===== config.mk =====
export PLATFORM = sky130hd
export DESIGN_NAME = wb_reg_slave
export DESIGN_NICKNAME = d
export VERILOG_FILES = /design/src/source/wb_pkg.sv /design/src/source/wb_reg_slave.sv
export SDC_FILE = /design/constraint.sdc
export NUM_CORES = 1
export LEC_CHECK = 0
export ABC_AREA = 0
export BUFFER_PORTS_ARGS = -buffer_cell sky130_fd_sc_hd__buf_4
export CELL_PAD_IN_SITES_DETAIL_PLACEMENT = 0
export CELL_PAD_IN_SITES_GLOBAL_PLACEMENT = 1
export CORE_ASPECT_RATIO = 0.6
export CORE_MARGIN = 5
export CORE_UTILIZATION = 40
export CTS_BUF_LIST = sky130_fd_sc_hd__clkbuf_4
export CTS_CLUSTER_SIZE = 30
export DETAILED_ROUTE_END_ITERATION = 7
export GPL_TIMING_DRIVEN = 0
export PLACE_DENSITY_LB_ADDON = 0.12
export SLEW_MARGIN = 15
export SYNTH_ARGS = -nofsm -noshare
export SYNTH_HDL_FRONTEND = slang
export SYNTH_SLANG_ARGS = --single-unit

===== constraint.sdc =====
create_clock -name clk_i -period 2.4 [get_ports clk_i]
set_input_delay 0.48 -clock clk_i [delete_from_list [all_inputs] [get_ports clk_i]]
set_output_delay 0.48 -clock clk_i [all_outputs]
set_load 0.05 [all_outputs]

===== src/source/wb_pkg.sv =====
// wishbone subsystem package: bus types, register map and interrupt width
package wb_pkg;

	// bus widths
	typedef logic [31:0] wb_adr_t;
	typedef logic [31:0] wb_dat_t;
	// one select bit per byte lane
	typedef logic [3:0] wb_sel_t;

	// interrupt status and set register width
	localparam int INT_W = 8;

	// register block word offsets, taken from adr[3:2]
	localparam logic [1:0] REG_SCRATCH    = 2'd0;
	localparam logic [1:0] REG_INT_STATUS = 2'd1;
	localparam logic [1:0] REG_INT_SET    = 2'd2;
	localparam logic [1:0] REG_ID         = 2'd3;

	// value returned by the read-only id register
	localparam wb_dat_t BLOCK_ID = 32'h5742_A001;

endpackage


===== src/source/wb_reg_slave.sv =====
// wishbone register block: scratch, interrupt status and set, id, with interrupt output
`timescale 1ns/1ps

module wb_reg_slave
	import wb_pkg::*;
(
	input  logic    clk_i,
	input  logic    rst,
	input  logic    cyc_i,
	input  logic    stb_i,
	input  logic    we_i,
	input  wb_sel_t sel_i,
	input  wb_adr_t adr_i,
	input  wb_dat_t dat_i,
	output logic    ack_o,
	output wb_dat_t dat_o,
	output logic    int_o
);

	wb_dat_t          scratch;
	logic [INT_W-1:0] int_status;
	logic [1:0]       offset;
	logic             access;

	assign offset = adr_i[3:2];
	assign access = cyc_i & stb_i & ~ack_o;

	// ack, scratch and status writes
	always_ff @(posedge clk_i) begin
		if (rst) begin
			ack_o      <= 1'b0;
			scratch    <= '0;
			int_status <= '0;
		end else begin
			ack_o <= access;
			if (access && we_i) begin
				case (offset)
					REG_SCRATCH: begin
						for (int b = 0; b < 4; b++) begin
							if (sel_i[b]) scratch[8*b +: 8] <= dat_i[8*b +: 8];
						end
					end
					// write one to clear
					REG_INT_STATUS: int_status <= int_status & ~dat_i[INT_W-1:0];
					// or into status
					REG_INT_SET: int_status <= int_status | dat_i[INT_W-1:0];
					// id is read-only
					default: ;
				endcase
			end
		end
	end

	// registered read mux, set register reads zero
	always_ff @(posedge clk_i) begin
		if (access) begin
			case (offset)
				REG_SCRATCH:    dat_o <= scratch;
				REG_INT_STATUS: dat_o <= wb_dat_t'(int_status);
				REG_ID:         dat_o <= BLOCK_ID;
				default:        dat_o <= '0;
			endcase
		end
	end

	// any pending status bit raises the line
	assign int_o = |int_status;

endmodule


==> results.toml <==
[outcome]
status = "completed"

[sta]
maxSlewHeadroom = 0.576
setup_tns_ns = 0
tightestPinTransition_ns = 0.634
slew_violations = 0
min_period_over_period = 0.774
finalCriticalPeriod_ns = 1.86
grt_setup_unrepaired = "no"
setup_viol = 0
final_hold_viol_count = 0
finClkSkew_ns = 0.0137
fmaxAchievable_ghz = 0.538

[cells_and_area]
mostFrequentLayoutCells = "buf_4, nand2b_1, dfxtp_1, edfxtp_1, mux2i_1"
area_delta_synth_final_pct = 25.5
final_common_cell = "buf_4"
multi_input_area_sq_um = 1270
diodes = 0
final_cells = 482
seq_area_sq_um = 1780
nets = 447
nFillCells = 745
drive_above_1_share = 0.275

[worst_setup_path]
crit_type = "register to output pin"
r2r.worst_path.cells = 5
cp_max_fo = 3
critPathArrivalTime_ns = 1.38
reg2reg_slack_ns = 0.97
worstSetupEndpointType = "output pin"
cp.required_ns = 1.92
rr_endpoint = "scratch[12]"
start_kind = "register"
reg2reg_from = "ack_o"

[synth]
ys_ff_latch = 73
synth_top_area_cell = "edfxtp_1"
syn_area_sq_um = 3180
synthXorXnorAreaFrac = 0
syn_inst = 284
synth_top_area_share = 0.302
yosysWarnings = 0
synth.distinct_cells = 28
async_flop_share = 0
synth_area_leaders = "edfxtp_1, dfxtp_1, nand2b_1"
synth_top_family_by_area = "simple AND/OR/NAND/NOR gates"
muxShareOfSynthArea = 0.0818
ys.flop_type = "dfxtp_1"
synth_fa_ha_area_frac = 0.0197
ys_seq_area_frac = 0.560
synth_edf_count = 32
syn_avg_cell_area_sq_um = 11.2
synth-simple-area-share = 0.213
synth-compound-area-share = 0.0846
synth_nets = 362

[clocking]
htree_levels = 3
cts_tree = "done"
clockBufferDepth = 2
cts_buffers = 9
cts_setup_buffers = 0
clock_latency_ns = 0.43
cts_resized = 0
cts.sinks = 73
root_buffer = "clkbuf_4"
path_clk_slew_ns = 0.12
hold_buffers = 0

[routing]
drtAntennaViolNets = 0
wl_met2_um = 3340
dr_total_vias = 2362
met1Wirelength_um = 4240
top_layer = "met4"
avgRoutedWirePerCell_um = 16.8
dr_wl_met3_um = 435
drt_iter0_drc = 166
drcViolationCount = 0
viasPerCell = 4.90
drt-total-wl_um = 8100
first_pass_iters = 4

[place]
place_hpwl_um = 5790
portBuffers = 73
dp_cells = 466
gp_congestion = 0.797

[floorplan]
ios = 107
dieArea_sq_um = 9890
row_count = 25
start_util = 0.407
die_h_um = 79.1
core_area_sq_um = 7820
fp.dieW_um = 125

[global_routing]
grt_max_degree = 30
grt_pass1_wl_um = 13100
grt_antenna_before_repair = 0
grt_pass1_vias = 2455
grt_usage = 0.172
grt-ovfl-total = 0

[pwr]
ir_worst_vdd_uv = 356
leakagePower_uw = 0.00158
p_per_area_nw_per_um2 = 575
total_power_uw = 2290

[hold_path]
min_path_type = "input pin to register"
worstHoldPathCells = 3
hp-start = "dat_i[30]"
holdPathEnd = "scratch[30]"

[run]
drv_cap = 0
-- Yosys cell counts, types with 5 or more instances --
cell / n
ha_1: 5
a21oi_1: 14
a22oi_1: 7
nand2b_1: 51
o21ai_0: 14
and2_1: 16
nand3_1: 9
mux2i_1: 26
edfxtp_1: 32
clkbuf_1: 11
nand4_1: 14
a21o_1: 9
nor2_1: 9
dfxtp_1: 41
buf_2: 5
-- per-layer routing --
metal,vias to the layer above,track usage
met4,0,0.0465
li1,1176,-
met1,1115,0.253
met2,61,0.243
met3,10,0.0558
met5,-,0
-- worst max-delay path by stage --
| stage | startpoint | endpoint | slack, ns | depth (start not counted) |
|---|---|---|---|---|
| after floorplan | ack_o | dat_o[0] | 0.55 | 1 |
| after global placement | stb_i | dat_o[9] | 0.06 | 2 |
| after detailed placement | adr_i[2] | scratch[7] | 0.35 | 8 |
| after CTS | register | int_o | 0.52 | 3 |
| after global routing | register | int_o | 0.45 | 3 |
| final | register | int_o | 0.54 | 3 |
-- cell type report --
| cell class | instances | area share |
|---|---|---|
| Sequential cell | 73 | 0.446 |
| Multi-Input combinational cell | 187 | 0.318 |
| Timing Repair Buffer | 74 | 0.142 |
| Tap cell | 108 | 0.0339 |
| Buffer | 22 | 0.0307 |
| Clock buffer | 11 | 0.0207 |
| Clock inverter | 5 | 0.00596 |
| Inverter | 2 | 0.00188 |
-- worst max-delay path: stages (launching register included) --
cell and delay (ns):
dfxtp_1 0.37, nor4_1 0.28, nand2_1 0.11, buf_4 0.21
-- cells by family after synthesis --
| kind of cell | count (synthesis) |
|---|---|
| buffers and inverters | 24 |
| and+or+nand+nor | 111 |
| adders and majority gates | 5 |
| AOI/OAI and AO/OA | 45 |
| DFF | 73 |
| muxes | 26 |
-- per-stage QoR --
stage | util | area, sq um | setup slack, ns | hold WS, ns
after floorplan | - | 3180 | 0.553 | 0.444
after global placement | 0.494 | 3860 | 0.0633 | 0.453
after detailed placement | 0.497 | 3880 | 0.349 | 0.463
after CTS | 0.510 | 3990 | 0.522 | 0.288
after global routing | 0.510 | 3990 | 0.451 | 0.277
final | 0.510 | 3990 | 0.543 | 0.304
-- power by group --
| part | internal, uW | switching [uW] | total, uW |
|---|---|---|---|
| logic | 120 | 197 | 317 |
| registers | 1320 | 8.93 | 1330 |
| clock network | 226 | 421 | 647 |
Power figures use the tool's default switching activity.
