**src/source/wb_pkg.sv**
```systemverilog
// wishbone subsystem package: bus types, register map and interrupt width
package wb_pkg;

	// bus widths
	typedef logic [31:0] wb_adr_t;
	typedef logic [31:0] wb_dat_t;
	// one select bit per byte lane
	typedef logic [3:0] wb_sel_t;

	// interrupt status and set register width
	localparam int INT_W = 8;

	// register block word offsets, taken from adr[3:2]
	localparam logic [1:0] REG_SCRATCH    = 2'd0;
	localparam logic [1:0] REG_INT_STATUS = 2'd1;
	localparam logic [1:0] REG_INT_SET    = 2'd2;
	localparam logic [1:0] REG_ID         = 2'd3;

	// value returned by the read-only id register
	localparam wb_dat_t BLOCK_ID = 32'h5742_A001;

endpackage

```
**src/source/wb_addr_decoder.sv**
```systemverilog
// wishbone address decoder: one address bit picks the memory or the register block
`timescale 1ns/1ps

module wb_addr_decoder
	import wb_pkg::*;
#(
	parameter int DEC_BIT = 16
) (
	// from the arbiter
	input  logic    s_cyc_i,
	input  logic    s_stb_i,
	input  logic    s_we_i,
	input  wb_sel_t s_sel_i,
	input  wb_adr_t s_adr_i,
	input  wb_dat_t s_dat_i,
	output logic    s_ack_o,
	output wb_dat_t s_dat_o,

	// memory slave
	output logic    mem_cyc_o,
	output logic    mem_stb_o,
	output logic    mem_we_o,
	output wb_sel_t mem_sel_o,
	output wb_adr_t mem_adr_o,
	output wb_dat_t mem_dat_o,
	input  logic    mem_ack_i,
	input  wb_dat_t mem_dat_i,

	// register slave
	output logic    reg_cyc_o,
	output logic    reg_stb_o,
	output logic    reg_we_o,
	output wb_sel_t reg_sel_o,
	output wb_adr_t reg_adr_o,
	output wb_dat_t reg_dat_o,
	input  logic    reg_ack_i,
	input  wb_dat_t reg_dat_i
);

	// high selects the register block
	logic reg_hit;

	assign reg_hit = s_adr_i[DEC_BIT];

	// only the chosen slave sees cyc and stb
	assign mem_cyc_o = s_cyc_i & ~reg_hit;
	assign mem_stb_o = s_stb_i & ~reg_hit;
	assign reg_cyc_o = s_cyc_i & reg_hit;
	assign reg_stb_o = s_stb_i & reg_hit;

	// rest of the request fans out unchanged
	assign mem_we_o  = s_we_i;
	assign mem_sel_o = s_sel_i;
	assign mem_adr_o = s_adr_i;
	assign mem_dat_o = s_dat_i;
	assign reg_we_o  = s_we_i;
	assign reg_sel_o = s_sel_i;
	assign reg_adr_o = s_adr_i;
	assign reg_dat_o = s_dat_i;

	// response from the selected slave
	assign s_ack_o = reg_hit ? reg_ack_i : mem_ack_i;
	assign s_dat_o = reg_hit ? reg_dat_i : mem_dat_i;

endmodule

```
**config.mk**
```make
export PLATFORM = sky130hd
export DESIGN_NAME = wb_addr_decoder
export DESIGN_NICKNAME = d
export VERILOG_FILES = /design/src/source/wb_pkg.sv /design/src/source/wb_addr_decoder.sv
export SDC_FILE = /design/constraint.sdc
export NUM_CORES = 1
export LEC_CHECK = 0
export BUFFER_PORTS_ARGS = -buffer_cell sky130_fd_sc_hd__buf_2
export CAP_MARGIN = 20
export CORE_AREA = 2 2 120 122
export DETAILED_ROUTE_END_ITERATION = 16
export DIE_AREA = 0 0 122 124
export GPL_TIMING_DRIVEN = 0
export PLACE_DENSITY = 0.46
export SLEW_MARGIN = 20
export SYNTH_ARGS = -nofsm -noshare
export SYNTH_HDL_FRONTEND = slang
export SYNTH_SLANG_ARGS = --single-unit
```
**constraint.sdc**
```tcl
create_clock -name vclk -period 1.19
set_clock_uncertainty 0.2 [all_clocks]
set_input_delay 0.238 -clock vclk [all_inputs]
set_output_delay 0.238 -clock vclk [all_outputs]
set_load 0.05 [all_outputs]
```
==> out/metrics.csv, run 1 <==
stage,metric,value,unit
status,status,"finished, violations left",
status,violated checks,negative setup slack,
place,placed wire-length estimate,4920,µm
floorplan,IO Pins,312,
yosys,sequential element share of the synthesized area,0,%
timing,Slew Limit Fails,0,
worst_setup_path,Setup CP Type,primary input to output port,
drt,DRT antenna net count,0,
floorplan,DIE AREA,15100,µm²
floorplan,Core Box Area,13700,µm²
worst_setup_path,crit path DAT,980,ps
floorplan,Die Span Y,124,µm
job,MaxCap Viol Count,0,
drt,First-pass DRT Iterations,2,
grt,initial antenna violation count,0,
place,GPL Wtd Cong,0.685,
cells_and_area,layout cells sized above 1,100,%
drt,initial drt markers,8,
grt,GRT Util Overall,5.07,%
drt,drc violations,0,
floorplan,# rows,43,
drt,DR WL/cell,8.94,µm
yosys,Yosys warnings,0,
yosys,distinct cell type count after synthesis,7,
worst_setup_path,Crit Path Max Fanout,10,
timing,achievable frequency,704,MHz
yosys,largest family of logic cells by synthesized area,buffers and inverters,
timing,unrepaired setup endpoints after global routing,yes,
cells_and_area,nets,566,
yosys,Synth Instances,179,
yosys,Synth Area in Simple Gates,1.57,%
worst_setup_path,critical path capture point type,output port,
floorplan,initial core utilization,11.6,%
timing,Worst-Margin Slew,259,ps
place,IO buf count,243,
drt,"wirelength, routed",5430,µm
worst_hold_path,Worst Hold Path Cells,2,
yosys,post-synthesis adder-cell area fraction,0,%
floorplan,chip width,122,µm
yosys,synthesized area,1590,µm²
worst_hold_path,hold wc startpoint,s_dat_i[16],
cells_and_area,most frequent cells in the layout,"buf_2 (206), buf_4 (139), buf_6 (31)",
timing,final number of hold-violating endpoints,0,
worst_hold_path,Hold WC Path Type,primary input to output port,
yosys,xor/xnor share of the synthesized area,0,%
drt,post-DR vias/cell,3.10,
drt,via count,1884,
timing,final hold slack,577,ps
worst_hold_path,Worst Hold End,reg_dat_o[16],
grt,first-pass GRT wire length,6470,µm
timing,post-route setup TNS,-7560,ps
power,Pwr Total,2.40,mW
place,post-place setup slack,-294,ps
worst_setup_path,Worst EP required,750,ps
timing,Tcrit/Tclk final,119,%
place,Post-Place Cells,602,
yosys,Synth Area in Compound Gates,0,%
cells_and_area,FFs & Latches,0,
yosys,mux cell area share after synthesis,29.5,%
cells_and_area,Storage cell area,0,µm²
yosys,Mapped Nets,316,
timing,worst setup margin,-231,ps
timing,min Tclk post-route,1420,ps
grt,largest net degree at the start of global routing,11,
timing,max_slew headroom,82.8,%
cells_and_area,"Cell Count, Final, Fillers Out",607,
cells_and_area,clock buffer count,0,
power,power density of the placed cells,703,nW/µm²
yosys,syn avg cell area,8.90,µm²
cells_and_area,Area growth syn-to-layout,115,%
yosys,Synth area leader,buf_4,
yosys,top post-synthesis cells by area,"buf_4 (65%), mux2_4 (25%), mux2_2 (4.9%), buf_12 (2.5%), buf_6 (1.4%)",
cells_and_area,"most common cell after layout, fill and taps aside",buf_2,
worst_setup_path,CP startpoint kind,primary input,
grt,vias in the first global route,1605,
cells_and_area,ant diodes,0,
power,Peak supply drop,0.000278,V
yosys,area share of the largest cell type after synthesis,65.0,%
grt,GRT overflow,0,
timing,final setup fails,37,
power,Pleak,2.06,nW
==> cell families (layout without fill, tap and decap cells) <==
kind of cell / count (synthesis) / after routing
buf+inv: 142 / 390
mux: 33 / 33
simple gates: 4 / 4
==> power by group <==
group          total [mW]  switching (mW)  internal, mW
logic                2.40            1.51         0.896
registers               0               0             0
clock network           0               0             0
==> worst max-delay path, cell delays in order <==
cell and delay, ps:
buf_12 120, buf_12 150, mux2_4 310, buf_8 150
==> metrics by stage <==
step,utilization (%),area [µm²]
after CTS,24.5,3360
after floorplan,-,1630
after global routing,24.9,3420
after detailed placement,22.4,3070
final,24.9,3420
after global placement,22.4,3070
==> worst max path at each step <==
stage / slack (ps) / cells after the start / end / from
3_5_place_dp: -290 / 4 / s_dat_o[4] / s_adr_i[16]
5_1_grt: -250 / 4 / s_dat_o[14] / s_adr_i[16]
6_report: -230 / 4 / s_dat_o[21] / s_adr_i[16]
3_3_place_gp: -290 / 4 / s_dat_o[4] / s_adr_i[16]
2_1_floorplan: -130 / 3 / s_dat_o[10] / s_adr_i[16]
4_1_cts: -240 / 4 / s_dat_o[17] / s_adr_i[16]
==> final cells by class <==
class	count	area, µm²
Timing Repair Buffer	248	1560
Fill cell	1447	10300
Buffer	142	1120
Multi-Input combinational cell	37	522
Tap cell	180	225
==> Yosys cell counts <==
library cell,instances
and2_1,2
mux2_4,26
nor2b_1,2
buf_12,2
mux2_2,7
buf_6,2
buf_4,138
==> repair_timing <==
action	CTS	global route
buffers inserted	2	2
gates cloned	1	0
hold buffers	0	0
setup endpoints to repair	37	37
hold endpoints to repair	0	0
gates resized for setup	79	10
==> routing by layer <==
layer  track usage (%)  part of all wire [%]
met2              11.6                    59
met3             0.687                    14
met1              4.71                    27
met5                 0                     0
met4             0.431                  0.22
No activity file was read; power rests on OpenSTA's default activity.
==> inputs of run 2 (changes only) <==
- CORE_AREA: 2 2 120 122 -> 2 2 122 124
- DIE_AREA: 0 0 122 124 -> 0 0 124 126
- PLACE_DENSITY: 0.46 -> 0.43
- REMOVE_ABC_BUFFERS: not set -> 1
- clock period: 1.19 -> 1.8 ns (I/O delays scaled with it)
==> run 2 against run 1 <==
Die area up 3.3%. Critical path type unchanged. Cell count is 46% lower. Clock-buffer cell count stayed put. The run now ends clean. First-iteration DRC count rose to 8.9 times the previous value. Via count decreased by 40%. Sequential cell count unchanged. Sequential share of layout area stayed put. Core utilization is 16 points lower. Setup slack better by 270 ps. Total power decreased by 79%. Routed wire length grew to 2.9 times the previous value. Critical path depth is 1 lower.
==> out/metrics.csv, run 2 (synthesis gave the netlist of run 1 again) <==
stage,metric,value,unit,change
worst_setup_path,critical path capture point type,output port,,
timing,achievable frequency,569,MHz,
drt,DR WL/cell,47.4,µm,+430%
worst_hold_path,Hold WC Path Type,primary input to output port,,
grt,GRT Util Overall,18.7,%,+14 points
timing,Tcrit/Tclk final,97.6,%,
power,power density of the placed cells,401,nW/µm²,-43%
power,Pleak,0.684,nW,-67%
cells_and_area,fillers,1702,,+18%
place,GPL Wtd Cong,0.792,,+16%
cells_and_area,Layout Utilization,8.94,%,-16 points
cells_and_area,nets,284,,-50%
grt,vias in the first global route,1054,,-34%
timing,worst setup margin,42.7,ps,+274 ps
grt,GRT overflow,0,,unchanged
worst_setup_path,crit-path max cell delay,380,ps,+70 ps
floorplan,DIE AREA,15600,µm²,+3.3%
clocking,hold buffers post-CTS,0,,unchanged
worst_setup_path,Crit Path Max Fanout,39,,+29
floorplan,Die Span Y,126,µm,+1.6%
floorplan,Core Box Area,14300,µm²,+4.3%
job,MaxCap Viol Count,0,,unchanged
cells_and_area,"most common cell after layout, fill and taps aside",buf_2,,
worst_setup_path,crit path DAT,1200,ps,+220 ps
cells_and_area,"Cell Count, Final, Fillers Out",329,,-46%
drt,"wirelength, routed",15600,µm,+190%
grt,first-pass GRT wire length,17300,µm,+170%
cells_and_area,FFs & Latches,0,,unchanged
power,Peak supply drop,0.000166,V,-40%
drt,post-DR vias/cell,3.41,,+10%
drt,drc violations,0,,unchanged
cells_and_area,multi-input combinational cell area,494,µm²,-5.3%
place,placed wire-length estimate,14000,µm,+190%
cells_and_area,Area growth syn-to-layout,-19.6,%,
cells_and_area,layout cells sized above 1,97.2,%,-2.8 points
status,status,"complete, no violations",,
cells_and_area,clock buffer count,0,,unchanged
drt,DRT antenna net count,0,,unchanged
timing,final number of hold-violating endpoints,0,,unchanged
clocking,Post-CTS Setup Bufs,0,,-2
floorplan,# rows,44,,+2.3%
cells_and_area,Storage cell area,0,µm²,unchanged
timing,Worst-Margin Slew,320,ps,+61.0 ps
worst_setup_path,Worst EP required,1240,ps,+490 ps
floorplan,initial core utilization,11.1,%,-0.48 points
timing,min Tclk post-route,1760,ps,
drt,via count,1123,,-40%
grt,initial antenna violation count,0,,unchanged
worst_setup_path,slowest CP cell,mux2_2,,
place,post-place setup slack,-634,ps,-339 ps
timing,unrepaired setup endpoints after global routing,no,,
drt,initial drt markers,71,,+63
cells_and_area,most frequent cells in the layout,"buf_2 (107), mux2_4 (26), mux2_2 (7)",,
worst_setup_path,"critical path, cell by cell","buf_12, mux2_2, buf_2",,
floorplan,IO Pins,312,,unchanged
timing,max_slew headroom,78.8,%,-4.0 points
grt,largest net degree at the start of global routing,40,,+29
timing,final setup fails,0,,-100%
worst_setup_path,CP startpoint kind,primary input,,
floorplan,chip width,124,µm,+1.6%
place,IO buf count,108,,-56%
drt,First-pass DRT Iterations,4,,+2
worst_setup_path,Setup CP Type,primary input to output port,,
cells_and_area,ant diodes,0,,unchanged
place,Post-Place Cells,329,,-45%
timing,Slew Limit Fails,0,,unchanged
[run 2: final cells by class]
class              count  area share [%]
well taps            184            18.0
multi-input cells     37            38.6
repair buffers       108            43.4
[run 2: what timing repair did]
item,CTS,global route
hold endpoints to repair,0,0
resized for setup,4,0
setup endpoints to repair,39,0
[run 2: routing by layer]
layer | part of all wire [%] | vias to the layer above | GRT usage [%]
met3 | 36 | 23 | 30.8
met4 | 4.0 | 6 | 6.28
li1 | - | 361 | -
met1 | 15 | 422 | 8.46
met5 | 1.2 | - | 10.5
met2 | 43 | 311 | 29.0
[run 2: worst max-delay path: cells and delay by family]
kind,cells,cell delay (ps)
mux,1,380
buf+inv,2,440
[run 2: through the flow]
stage | power (mW) | hold WS, ps | TNS, ps | instance area [µm²]
2_1_floorplan | 0.333 | 520 | 0 | 494
3_3_place_gp | 0.511 | 523 | -20750 | 1260
3_5_place_dp | 0.514 | 523 | -21700 | 1260
4_1_cts | 0.517 | 523 | 0 | 1280
5_1_grt | 0.537 | 521 | 0 | 1280
6_report | 0.513 | 521 | 0 | 1280
[run 2: final timing paths]
kind | startpoint | to | slack [ps] | depth (start not counted)
worst max-delay path | s_adr_i[16] | s_dat_o[3] | 40 | 3
worst min-delay path | s_adr_i[29] | reg_adr_o[29] | 520 | 0
[run 2: where the power goes]
group          total (mW)  internal, mW  switching, mW
sequential              0             0              0
combinational       0.513         0.180          0.333
clock                   0             0              0
total               0.513         0.180          0.333
==> inputs of run 3 (changes only) <==
- CORE_AREA: 2 2 122 124 -> 2 2 120 122
- DIE_AREA: 0 0 124 126 -> 0 0 122 124
- PLACE_DENSITY: 0.43 -> 0.44
- clock period: 1.8 -> 1.9 ns (I/O delays scaled with it)
==> run 3 against run 2 <==
Die area fell by 3.2%. Combinational power fell by 4.3%. Total power fell by 4.2%. Sequential share of layout area unchanged. Via count down 4.3%. Hold slack improved by 40 ps. Final area fell by 0.39%. Core utilization up 0.35 points. Routed wire length increased by 3.4%. Setup slack improved by 55 ps. Non-clock buffer count unchanged. Critical endpoint is now s_dat_o[0]. Largest cell class unchanged.
==> out/metrics.csv, run 3 (synthesis gave the netlist of run 1 again) <==
stage,metric,value,unit,change
status,status,"complete, no violations",,
worst_hold_path,Hold WC Path Type,primary input to output port,,
timing,unrepaired setup endpoints after global routing,no,,
timing,min Tclk post-route,1800,ps,
job,MaxCap Viol Count,0,,unchanged
drt,"wirelength, routed",16100,µm,+3.4%
power,Peak supply drop,0.0000817,V,-51%
timing,worst setup margin,97.4,ps,+54.7 ps
timing,Slew Limit Fails,0,,unchanged
floorplan,initial core utilization,11.6,%,+0.48 points
clocking,hold buffers post-CTS,0,,unchanged
floorplan,Die Span Y,124,µm,-1.6%
cells_and_area,fillers,1617,,-5.0%
worst_setup_path,crit path DAT,1220,ps,+20 ps
power,Internal,170,µW,-5.3%
timing,final number of hold-violating endpoints,0,,unchanged
cells_and_area,nets,284,,unchanged
timing,final hold slack,561,ps,+39.9 ps
cells_and_area,fin area,1270,µm²,-0.39%
cells_and_area,layout cells sized above 1,97.2,%,unchanged
drt,First-pass DRT Iterations,5,,+1
floorplan,# rows,43,,-2.3%
timing,post-route setup TNS,0,ps,unchanged
drt,DR WL/cell,49.6,µm,+4.6%
power,Sw Pwr,321,µW,-3.7%
grt,initial antenna violation count,0,,unchanged
cells_and_area,"most common cell after layout, fill and taps aside",buf_2,,
timing,final setup fails,0,,unchanged
timing,achievable frequency,555,MHz,
power,Clk network pwr share,0,%,unchanged
place,GPL Wtd Cong,0.792,,about the same
floorplan,DIE AREA,15100,µm²,-3.2%
grt,vias in the first global route,1037,,-1.6%
timing,max_slew headroom,76.8,%,-2.0 points
place,post-place setup slack,-600,ps,+34.0 ps
worst_setup_path,Setup CP Type,primary input to output port,,
place,IO buf count,108,,unchanged
worst_setup_path,Worst EP required,1320,ps,+80 ps
floorplan,chip width,122,µm,-1.6%
grt,GRT Util Overall,20.1,%,+1.5 points
drt,via count,1075,,-4.3%
cells_and_area,Area growth syn-to-layout,-20.0,%,
grt,GRT overflow,0,,unchanged
cells_and_area,multi-input combinational cell area,494,µm²,unchanged
cells_and_area,ant diodes,0,,unchanged
power,Pleak,0.684,nW,unchanged
timing,Tcrit/Tclk final,94.9,%,
cells_and_area,FFs & Latches,0,,unchanged
floorplan,Core Box Area,13700,µm²,-4.2%
place,placed wire-length estimate,14800,µm,+5.4%
cells_and_area,Storage cell area,0,µm²,unchanged
cells_and_area,most frequent cells in the layout,"buf_2 (107), mux2_4 (26), mux2_2 (7)",,
drt,DRT antenna net count,0,,unchanged
power,Sw Ratio,65.3,%,+0.39 points
worst_setup_path,CP startpoint kind,primary input,,
drt,drc violations,0,,unchanged
timing,Worst-Margin Slew,350,ps,+30.0 ps
power,power density of the placed cells,385,nW/µm²,-3.9%
worst_setup_path,critical path capture point type,output port,,
drt,post-DR vias/cell,3.31,,-3.1%
drt,initial drt markers,70,,-1.4%
place,placed instance area,1260,µm²,-0.40%
worst_setup_path,Crit Path Max Fanout,39,,unchanged
cells_and_area,clock buffer count,0,,unchanged
grt,largest net degree at the start of global routing,40,,unchanged
floorplan,IO Pins,312,,unchanged
power,Flop pwr share,0,%,unchanged
grt,first-pass GRT wire length,17900,µm,+3.4%
power,combinational share of power,100.0,%,about the same
==> run 3: cell counts in the layout (fill, tap and decap cells not counted) <==
No cell type changed its count.
==> run 3: final timing paths <==
path / start / end / slack [ps] / cells after the start
setup / recovery: s_adr_i[16] / s_dat_o[0] / 100 / 3
hold / removal: s_adr_i[17] / reg_adr_o[17] / 560 / 0
==> run 3: what timing repair did <==
item	CTS	global route
resized for setup	3	1
setup buffers	0	0
setup endpoints to repair	39	15
==> run 3: through the flow <==
stage	util [%]	std cells	total power, mW
after floorplan	-	37	0.315
after global placement	9.18	325	0.488
after detailed placement	9.18	325	0.492
after CTS	9.26	325	0.493
after global routing	9.29	325	0.518
final	9.29	325	0.491
==> run 3: routing by layer <==
layer  GRT usage, %  up-vias  part of all wire (%)
met5           13.9        -                   1.8
met4           10.9        9                   6.5
met3           31.3       30                    34
met2           31.6      268                    44
met1           8.39      408                    14
li1               -      360                     -
==> run 3: critical path, stage by stage <==
cell and delay (ps):
buf_12 240, mux2_2 370, buf_2 210
==> run 3: final cells by class <==
type,instances,area share (%)
multi-input combinational,37,38.8
tap,180,17.7
timing repair buffer,108,43.6
==> run 3: power groups by stage <==
stage	logic, mW	registers, mW	clock network, mW
finish	0.491	0	0
global route	0.518	0	0
CTS	0.493	0	0
detailed placement	0.492	0	0
global placement	0.488	0	0
floorplan	0.315	0	0
