===== config.mk =====
export PLATFORM = sky130hd
export DESIGN_NAME = wishbone_arbitrator
export DESIGN_NICKNAME = d
export VERILOG_FILES = /design/src/source/wb_pkg.sv /design/src/source/wishbone_arbitrator.sv
export SDC_FILE = /design/constraint.sdc
export NUM_CORES = 1
export LEC_CHECK = 0
export ABC_AREA = 1
export ABC_CLOCK_PERIOD_IN_PS = 1400
export BUFFER_PORTS_ARGS = -buffer_cell sky130_fd_sc_hd__buf_2
export CAP_MARGIN = 20
export CORE_AREA = 5 5 121 123
export CTS_CLUSTER_SIZE = 8
export DETAILED_ROUTE_END_ITERATION = 16
export DIE_AREA = 0 0 126 128
export REMOVE_ABC_BUFFERS = 1
export SETUP_SLACK_MARGIN = 0.15
export SLEW_MARGIN = 20
export SYNTH_ARGS = -nofsm -noshare
export SYNTH_HDL_FRONTEND = slang
export SYNTH_SLANG_ARGS = --single-unit

===== constraint.sdc =====
create_clock -name clk_i -period 1.4 [get_ports clk_i]
set_input_delay 0.07 -clock clk_i [delete_from_list [all_inputs] [get_ports clk_i]]
set_output_delay 0.07 -clock clk_i [all_outputs]
set_load 0.05 [all_outputs]

===== src/source/wb_pkg.sv =====
// wishbone subsystem package: bus types, register map and interrupt width
package wb_pkg;

	// bus widths
	typedef logic [31:0] wb_adr_t;
	typedef logic [31:0] wb_dat_t;
	// one select bit per byte lane
	typedef logic [3:0] wb_sel_t;

	// interrupt status and set register width
	localparam int INT_W = 8;

	// register block word offsets, taken from adr[3:2]
	localparam logic [1:0] REG_SCRATCH    = 2'd0;
	localparam logic [1:0] REG_INT_STATUS = 2'd1;
	localparam logic [1:0] REG_INT_SET    = 2'd2;
	localparam logic [1:0] REG_ID         = 2'd3;

	// value returned by the read-only id register
	localparam wb_dat_t BLOCK_ID = 32'h5742_A001;

endpackage


===== src/source/wishbone_arbitrator.sv =====
// two-master wishbone arbiter with registered fixed-priority grant and response steering
`timescale 1ns/1ps

module wishbone_arbitrator
	import wb_pkg::*;
(
	input  logic    clk_i,
	input  logic    rst,

	// master 0
	input  logic    m0_cyc_i,
	input  logic    m0_stb_i,
	input  logic    m0_we_i,
	input  wb_sel_t m0_sel_i,
	input  wb_adr_t m0_adr_i,
	input  wb_dat_t m0_dat_i,
	output logic    m0_ack_o,
	output wb_dat_t m0_dat_o,
	output logic    m0_int_o,

	// master 1
	input  logic    m1_cyc_i,
	input  logic    m1_stb_i,
	input  logic    m1_we_i,
	input  wb_sel_t m1_sel_i,
	input  wb_adr_t m1_adr_i,
	input  wb_dat_t m1_dat_i,
	output logic    m1_ack_o,
	output wb_dat_t m1_dat_o,
	output logic    m1_int_o,

	// shared slave side
	output logic    s_cyc_o,
	output logic    s_stb_o,
	output logic    s_we_o,
	output wb_sel_t s_sel_o,
	output wb_adr_t s_adr_o,
	output wb_dat_t s_dat_o,
	input  logic    s_ack_i,
	input  wb_dat_t s_dat_i,
	input  logic    s_int_i
);

	typedef enum logic [1:0] {
		GNT_NONE,
		GNT_M0,
		GNT_M1
	} grant_t;

	grant_t grant;

	// grant register, fixed priority only when idle
	always_ff @(posedge clk_i) begin
		if (rst) begin
			grant <= GNT_NONE;
		end else begin
			case (grant)
				// held until the owner drops cyc
				GNT_M0: if (!m0_cyc_i) grant <= GNT_NONE;
				GNT_M1: if (!m1_cyc_i) grant <= GNT_NONE;
				default: begin
					// master 0 wins a tie
					if (m0_cyc_i) begin
						grant <= GNT_M0;
					end else if (m1_cyc_i) begin
						grant <= GNT_M1;
					end
				end
			endcase
		end
	end

	// request mux, zeros when nobody owns the bus
	always_comb begin
		s_cyc_o = 1'b0;
		s_stb_o = 1'b0;
		s_we_o  = 1'b0;
		s_sel_o = '0;
		s_adr_o = '0;
		s_dat_o = '0;
		case (grant)
			GNT_M0: begin
				s_cyc_o = m0_cyc_i;
				s_stb_o = m0_stb_i;
				s_we_o  = m0_we_i;
				s_sel_o = m0_sel_i;
				s_adr_o = m0_adr_i;
				s_dat_o = m0_dat_i;
			end
			GNT_M1: begin
				s_cyc_o = m1_cyc_i;
				s_stb_o = m1_stb_i;
				s_we_o  = m1_we_i;
				s_sel_o = m1_sel_i;
				s_adr_o = m1_adr_i;
				s_dat_o = m1_dat_i;
			end
			default: ;
		endcase
	end

	// ack and read data only to the owner
	assign m0_ack_o = (grant == GNT_M0) ? s_ack_i : 1'b0;
	assign m0_dat_o = (grant == GNT_M0) ? s_dat_i : '0;
	assign m1_ack_o = (grant == GNT_M1) ? s_ack_i : 1'b0;
	assign m1_dat_o = (grant == GNT_M1) ? s_dat_i : '0;

	// interrupt goes to both masters regardless of grant
	assign m0_int_o = s_int_i;
	assign m1_int_o = s_int_i;

endmodule


==> results of run 1 <==
[layout by cell type, fill, tap and decap left out, types with 6 or more instances in the layout]
cell / netlist / routed
sky130_fd_sc_hd__buf_16: 0 / 13
sky130_fd_sc_hd__nand2_1: 212 / 111
sky130_fd_sc_hd__inv_4: 0 / 6
sky130_fd_sc_hd__buf_4: 6 / 22
sky130_fd_sc_hd__buf_12: 0 / 16
sky130_fd_sc_hd__a21oi_2: 0 / 48
sky130_fd_sc_hd__buf_2: 18 / 176
sky130_fd_sc_hd__buf_8: 0 / 43
sky130_fd_sc_hd__buf_6: 10 / 98
sky130_fd_sc_hd__nand2_2: 0 / 37
sky130_fd_sc_hd__clkbuf_16: 0 / 12
sky130_fd_sc_hd__a21oi_1: 72 / 15
sky130_fd_sc_hd__nand2_4: 0 / 63
sky130_fd_sc_hd__inv_1: 70 / 26
sky130_fd_sc_hd__inv_2: 0 / 38
sky130_fd_sc_hd__a21oi_4: 0 / 9
[through the flow]
step / cell area (sq um) / util, %
global route: 6430 / 47.4
floorplan: 1510 / -
detailed placement: 3600 / 26.5
global placement: 3600 / 26.5
finish: 6430 / 47.4
CTS: 5010 / 37.0
[kinds of logic after synthesis]
logic type	after synthesis	synth area share (%)
AOI/OAI and AO/OA	73	21.0
adders and majority gates	2	1.43
buffers and inverters	104	29.1
DFF	2	2.28
and+or+nand+nor	216	46.3
[metal layers]
metal	vias up	track usage (%)	share of wire, %
li1	1875	-	-
met4	0	3.85	3.2
met2	247	28.9	53
met3	44	3.13	7.2
met1	1848	15.8	36
met5	-	0	0
[layout make-up]
| class | count | share of cell area [%] |
|---|---|---|
| Clock buffer | 3 | 1.17 |
| Inverter | 70 | 4.32 |
| Multi-Input combinational cell | 291 | 32.7 |
| Sequential cell | 2 | 0.739 |
| Tap cell | 180 | 3.50 |
| Timing Repair Buffer | 377 | 57.5 |
[what timing repair did]
action	4_1_cts	5_1_grt
cloned	10	11
setup endpoints to repair	139	139
setup buffers	15	9
gates resized for setup	308	317
pin swaps	15	43
[worst max-delay path: stages (launching register included)]
cell and delay [ns]:
sky130_fd_sc_hd__dfxtp_4 0.35, sky130_fd_sc_hd__inv_4 0.06, sky130_fd_sc_hd__ha_4 0.19, sky130_fd_sc_hd__buf_12 0.13
sky130_fd_sc_hd__buf_12 0.14, sky130_fd_sc_hd__buf_6 0.12, sky130_fd_sc_hd__nand2_1 0.07, sky130_fd_sc_hd__a21oi_2 0.15
sky130_fd_sc_hd__buf_6 0.18
[final timing paths]
check | to | slack (ns) | cells past startpoint
setup / recovery | s_adr_o[7] | -0.28 | 8
hold / removal | grant[0] | 0.03 | 2
setup reg to reg | grant[0] | -0.03 | 10
hold reg to reg | grant[0] | 0.53 | 2
[power by group through the flow]
stage	clock (W)	combinational, W	sequential (W)
after CTS	0.000438	0.00479	0.0000842
final	0.000430	0.00622	0.0000901
after detailed placement	0	0.00347	0.0000804
after global placement	0	0.00347	0.0000802
after floorplan	0	0.00229	0.0000742
after global routing	0.000445	0.00647	0.0000916
==> reports/results.env, run 1 <==
PLACED_CELLS_INCL_TAPS=875
SYNTH_COMMON_CELLS='sky130_fd_sc_hd__nand2_1 (212), sky130_fd_sc_hd__a21oi_1 (72), sky130_fd_sc_hd__inv_1 (70)'
TIGHTEST_SLEW_NS=0.168
SYNTH.AREA.TOP_CELLS='sky130_fd_sc_hd__nand2_1 (45%), sky130_fd_sc_hd__a21oi_1 (21%), sky130_fd_sc_hd__inv_1 (15%)'
FIN_TOTAL_PWR_W=0.00674
YOSYS.CELL_COUNT.TOP_TYPE='sky130_fd_sc_hd__nand2_1'
SYNTH_TOP_CELL_BY_AREA='sky130_fd_sc_hd__nand2_1'
MAXCAPVIOLATIONS=0
CLK_PIN_SLEW_WORST_PATHS_NS=0.03
FINALHOLDVIOLATIONS=0
SYNTH_SEQ_AREA_SHARE_PCT=2.28
CRITICAL_PATH.REG2REG.STARTPOINT='grant[0]'
FILLERS=1260
ROUTE.ANTENNA.REMAINING_NETS=0
SYNTH-MAIN-FF-CELL='sky130_fd_sc_hd__dfxtp_1'
PLACEMENT_SETUP_SLACK_NS=-0.155
REPORT.FINAL.SETUP_VIOL=137
CELLPOWERDENSITY_mW_PER_MM2=1050
POWER.SWITCHING_W=0.00371
CLK_ROOT_BUFFER_CELL='sky130_fd_sc_hd__clkbuf_16'
DIODES=0
PART_OF_THE_TOTAL_POWER_DISSIPATED_IN_THE_CLOCK_NETWORK_PCT=6.4
FLOORPLAN.DIE.WIDTH_MICRONS=126
REGISTER_AREA_SQ_UM=47.5
DRT-VIAS-PER-INSTANCE=4.35
SYNTH-EDFF-COUNT=0
DETAILEDROUTE.FIRSTITERATIONVIOLATIONS=105
CRITICAL_PATH.ENDPOINT_TYPE='output port'
SYNTHARSTFLOPSHARE_PCT=0
SHARE_COMB_OF_TOTAL_POWER_PCT=92.3
CTS_INSERTED_BUFFERS=3
REG.LARGEST.LIST='grant x2'
FINCLKSKEW_NS=0.00161
TIMING.SETUP.CRITICAL_PATH_CLASS='flop to output port'
HOLDCRITPATHCLASS='input port to flop'
FAILING_CHECKS='negative setup slack'
SYN-MEAN-INSTANCE-AREA_SQ_UM=4.42
START_KIND='flop'
GRT_OVERFLOW=0
DETAIL_ROUTE.WL_PER_CELL_MICRONS=17.6
WORSTSETUPSTARTPOINT='grant[1]'
DETAIL_ROUTE.DRC_VIOLATIONS=0
FINAL.SETUP.TNS_NS=-22.82
GRT_PASS1_VIAS=3846
RUN_STATUS='finished with violations'
FINAL.PERIOD_UTILIZATION_PCT=120
SYNTH_TOP_AREA_SHARE_PCT=45.3
LAYOUTNONFILLERINSTCOUNT=923
PLACEABLECOREAREA_SQ_MM=0.0136
CTS_BUFFER_DEPTH=2
TIMING.FINAL.MAX_SLEW_VIOLATIONS=0
DESIGN.DIE.AREA_SQ_MM=0.0161
WIRELENGTH_MM=16.3
YS_WARN_COUNT=0
LARGEST_REGISTER_FFS=2
GRT_START_MAX_NET_PINS=45
CTS_MAX_LEVEL=1
MAX-VDD-IR-DROP_mV=0.531
PLACE.GP.CONGESTION=0.854
GLOBAL_ROUTE_WIRE_LENGTH_BEFORE_REPAIR_MM=19.4
SWITCHING_SHARE_PCT=55.1
FINAL.HOLD.WORST_SLACK_NS=0.0268
AREAGROWTHSYNTHTOFINISH_PCT=266
PLACE_HPWL_MM=8.23
TOTAL_NUMBER_OF_VIAS=4014
WORST_EP_REQUIRED_NS=1.33
MULTIINPUTGATEAREA_SQ_MM=0.00211
TRITONCTS_CLOCK_TREE='done'
ANTENNA_FOUND_INITIAL=0
LAYOUT-DRIVE-GT1-SHARE_PCT=79.1
CLOCK_NETWORK_LATENCY_TO_THE_LATER_PIN_OF_THE_WORST_SKEW_PAIR_NS=0.22
NETS=925
WORST_SLACK_NS=-0.277
ROWS=43
CRITPATHMAXFANOUT=6
SYNTH_CELL_AREA_SQ_MM=0.00176
UNREPAIRED_SETUP_ENDPOINTS_AFTER_GLOBAL_ROUTING='yes'
LAYOUT_MIN_CYCLE_TIME_NS=1.68
DIE_Y_MICRONS=128
POST_CTS_HOLD_BUFFER_COUNT=0
TOP_REG_BY_FLOPS='grant'
REMAINING_MAX_SLEW_BUDGET_AT_THE_TIGHTEST_PIN_PCT=88.8
GLOBAL_ROUTE.USAGE.TOTAL_PCT=14.7
COUNT_OF_TRITONROUTE_ITERATIONS_IN_THE_FIRST_ROUTING_PASS=4
CELLINTERNALPOWER_W=0.00302
LEAKAGEPOWER_nW=3.53
HOLDCRITSTARTPOINT='rst'
TOP_LEVEL_PORTS=317
CRIT_ARRIVAL_NS=1.61
CLOCK_SINK_COUNT=2
INITIAL_CORE_UTIL_PCT=12.9
PORT_BUFFERS=313
SYNTH_CELL_TYPE_COUNT=11
SYNTH_SEQ_CELLS=2
POSTSYNTHCELLCOUNT=397
POWER_FRAC_SEQ_PCT=1.3
MAX_FREQ_MHz=596
Power figures use the tool's default switching activity.
==> inputs of run 2 (changes only) <==
CORE_AREA = 2 2 122 124   (was 5 5 121 123)
DIE_AREA = 0 0 124 126   (was 0 0 126 128)
==> reports/results.env, run 2 (synthesized netlist as in run 1, its figures left out) <==
CRIT_PATH_TOP_DELAY_CELL='sky130_fd_sc_hd__dfxtp_2'
DIE_Y_MICRONS=126  # -1.6%
DETAIL_ROUTE.WL_PER_CELL_MICRONS=17.2  # -2.5%
REPORT.FINAL.SETUP_VIOL=137  # unchanged
CLOCK_SINK_COUNT=2  # unchanged
TOP_LEVEL_PORTS=317  # unchanged
CP_TOP_FAMILY='buffers and inverters'
MAX-VDD-IR-DROP_mV=0.510  # -4.0%
POST_CTS_HOLD_BUFFER_COUNT=0  # unchanged
CRIT_PATH_FREQUENT_CELL='sky130_fd_sc_hd__buf_6'
FINCLKSKEW_NS=0.000565  # -0.00105 ns
COUNT_OF_TRITONROUTE_ITERATIONS_IN_THE_FIRST_ROUTING_PASS=4  # unchanged
CTS_INSERTED_BUFFERS=3  # unchanged
PLACED_CELLS_INCL_TAPS=875  # unchanged
UNREPAIRED_SETUP_ENDPOINTS_AFTER_GLOBAL_ROUTING='yes'
WIRELENGTH_MM=16.2  # -0.71%
LEAKAGEPOWER_nW=3.53  # about the same
CRITICAL_PATH.ENDPOINT_TYPE='output port'
INITIAL_CORE_UTIL_PCT=12.3  # -0.68 points
CELLPOWERDENSITY_mW_PER_MM2=1070  # +2.2%
FIN_TOTAL_PWR_W=0.00710  # +5.4%
PORT_BUFFERS=313  # unchanged
CPPEAKSTAGEDELAY_NS=0.33  # -0.02 ns
HOLDCRITPATHCLASS='input port to flop'
CTS_BUFFER_DEPTH=2  # unchanged
GRT_START_MAX_NET_PINS=36  # -20%
NETS=938  # +1.4%
PLACE_HPWL_MM=7.51  # -8.7%
FINALHOLDVIOLATIONS=0  # unchanged
CTS_MAX_LEVEL=1  # unchanged
CLK_ROOT_BUFFER_CELL='sky130_fd_sc_hd__clkbuf_16'
LAYOUT-DRIVE-GT1-SHARE_PCT=83.9  # +4.7 points
MAX_FREQ_MHz=595  # -0.21%
GRT_PASS1_VIAS=3465  # -9.9%
TIMING.FINAL.MAX_SLEW_VIOLATIONS=0  # unchanged
LAYOUTNONFILLERINSTCOUNT=940  # +1.8%
RUN_STATUS='finished with violations'
FAILING_CHECKS='negative setup slack'
CRITPATHMAXFANOUT=7  # +1
FLOORPLAN.DIE.WIDTH_MICRONS=124  # -1.6%
LAYOUT_MIN_CYCLE_TIME_NS=1.68  # +0.00345 ns
TRITONCTS_CLOCK_TREE='done'
DETAIL_ROUTE.DRC_VIOLATIONS=0  # unchanged
GLOBAL_ROUTE.USAGE.TOTAL_PCT=14.8  # +0.11 points
TIMING.SETUP.CRITICAL_PATH_CLASS='flop to output port'
PLACEABLECOREAREA_SQ_MM=0.0143  # +5.6%
WORST_EP_REQUIRED_NS=1.33  # about the same
REG.LARGEST.LIST='grant x2'
LARGEST_REGISTER_FFS=2  # unchanged
CLK_PIN_SLEW_WORST_PATHS_NS=0.03  # about the same
FINAL.PERIOD_UTILIZATION_PCT=120  # +0.25 points
DETAILEDROUTE.FIRSTITERATIONVIOLATIONS=164  # +56%
STDCELL_AREA_SQ_MM=0.00663  # +3.1%
ROUTE.ANTENNA.REMAINING_NETS=0  # unchanged
GRT_OVERFLOW=0  # unchanged
TIGHTEST_SLEW_NS=0.159  # -0.00941 ns
WORST_SLACK_NS=-0.281  # -0.00345 ns
START_KIND='flop'
DIODES=0  # unchanged
PLACEMENT_SETUP_SLACK_NS=-0.0830  # +0.0724 ns
PLACE.GP.CONGESTION=0.776  # -9.1%
TOTAL_NUMBER_OF_VIAS=4042  # +0.70%
DRT-VIAS-PER-INSTANCE=4.30  # -1.1%
FILLERS=1331  # +5.6%
ROWS=44  # +2.3%
MAXCAPVIOLATIONS=0  # unchanged
LAYOUT_COMMONEST_CELL='sky130_fd_sc_hd__buf_2'
CLOCK_NETWORK_LATENCY_TO_THE_LATER_PIN_OF_THE_WORST_SKEW_PAIR_NS=0.22  # about the same
LAYOUT.CELLS.MOST_COMMON_LIST='sky130_fd_sc_hd__buf_2 (176), sky130_fd_sc_hd__buf_6 (107), sky130_fd_sc_hd__nand2_1 (103), sky130_fd_sc_hd__a21oi_2 (63), sky130_fd_sc_hd__inv_2 (60)'
FINAL.SETUP.TNS_NS=-26.88  # -4.06 ns
CP.BUFFERS_INVERTERS=5  # unchanged
AREAGROWTHSYNTHTOFINISH_PCT=278
PLACED_AREA_SQ_MM=0.00353  # -1.8%
REMAINING_MAX_SLEW_BUDGET_AT_THE_TIGHTEST_PIN_PCT=89.4  # +0.63 points
TOP_REG_BY_FLOPS='grant'
ANTENNA_FOUND_INITIAL=1  # +1
SERIES_OF_CELL_INSTANCES_ALONG_THE_CRITICAL_PATH='buf_6 > ha_4 > buf_6 > buf_12 > buf_16 > nand2_2 > a21oi_2 > buf_6'
DESIGN.DIE.AREA_SQ_MM=0.0156  # -3.1%
GLOBAL_ROUTE_WIRE_LENGTH_BEFORE_REPAIR_MM=17.9  # -8.0%
CRIT_ARRIVAL_NS=1.61  # about the same
[run 2: through the flow]
step | utilization (%) | hold WS, ns
floorplan | - | 0.139
detailed placement | 24.7 | 0.141
finish | 46.3 | 0.0203
CTS | 35.2 | 0.0130
global placement | 24.7 | 0.141
global route | 46.3 | 0.0359
[run 2: report_power, final]
part           internal, W  switching [W]
clock network     0.000363      0.0000598
logic              0.00286        0.00374
registers        0.0000708      0.0000119
total              0.00329        0.00381
[run 2: final cells by class]
class	instances	area, sq um	area share [%]
sequential	2	42.5	0.642
inverter	70	263	3.96
tap	184	230	3.47
multi-input combinational	291	2040	30.8
clock buffer	3	75.1	1.13
timing repair buffer	390	3980	60.0
[run 2: path summary, 6_finish.rpt]
kind              startpoint    endpoint  slack [ns]  cells after the start
setup / recovery    grant[1]  s_dat_o[7]       -0.28                      8
hold / removal           rst    grant[0]        0.02                      2
setup reg to reg    grant[1]    grant[1]        0.01                      9
hold reg to reg     grant[0]    grant[0]        0.49                      2
[run 2: what timing repair did]
action / in CTS / in global routing
resized for setup: 270 / 388
gates cloned: 17 / 12
hold endpoints to repair: 0 / 0
pin swaps: 27 / 43
endpoints found under the setup margin: 137 / 139
buffers inserted: 16 / 17
[run 2: layer usage]
metal	track usage (%)	vias up	share of wire [%]
met3	1.59	25	7.6
met5	0	-	0
met1	16.5	1858	37
li1	-	1903	-
met4	2.97	0	1.9
met2	29.3	256	53
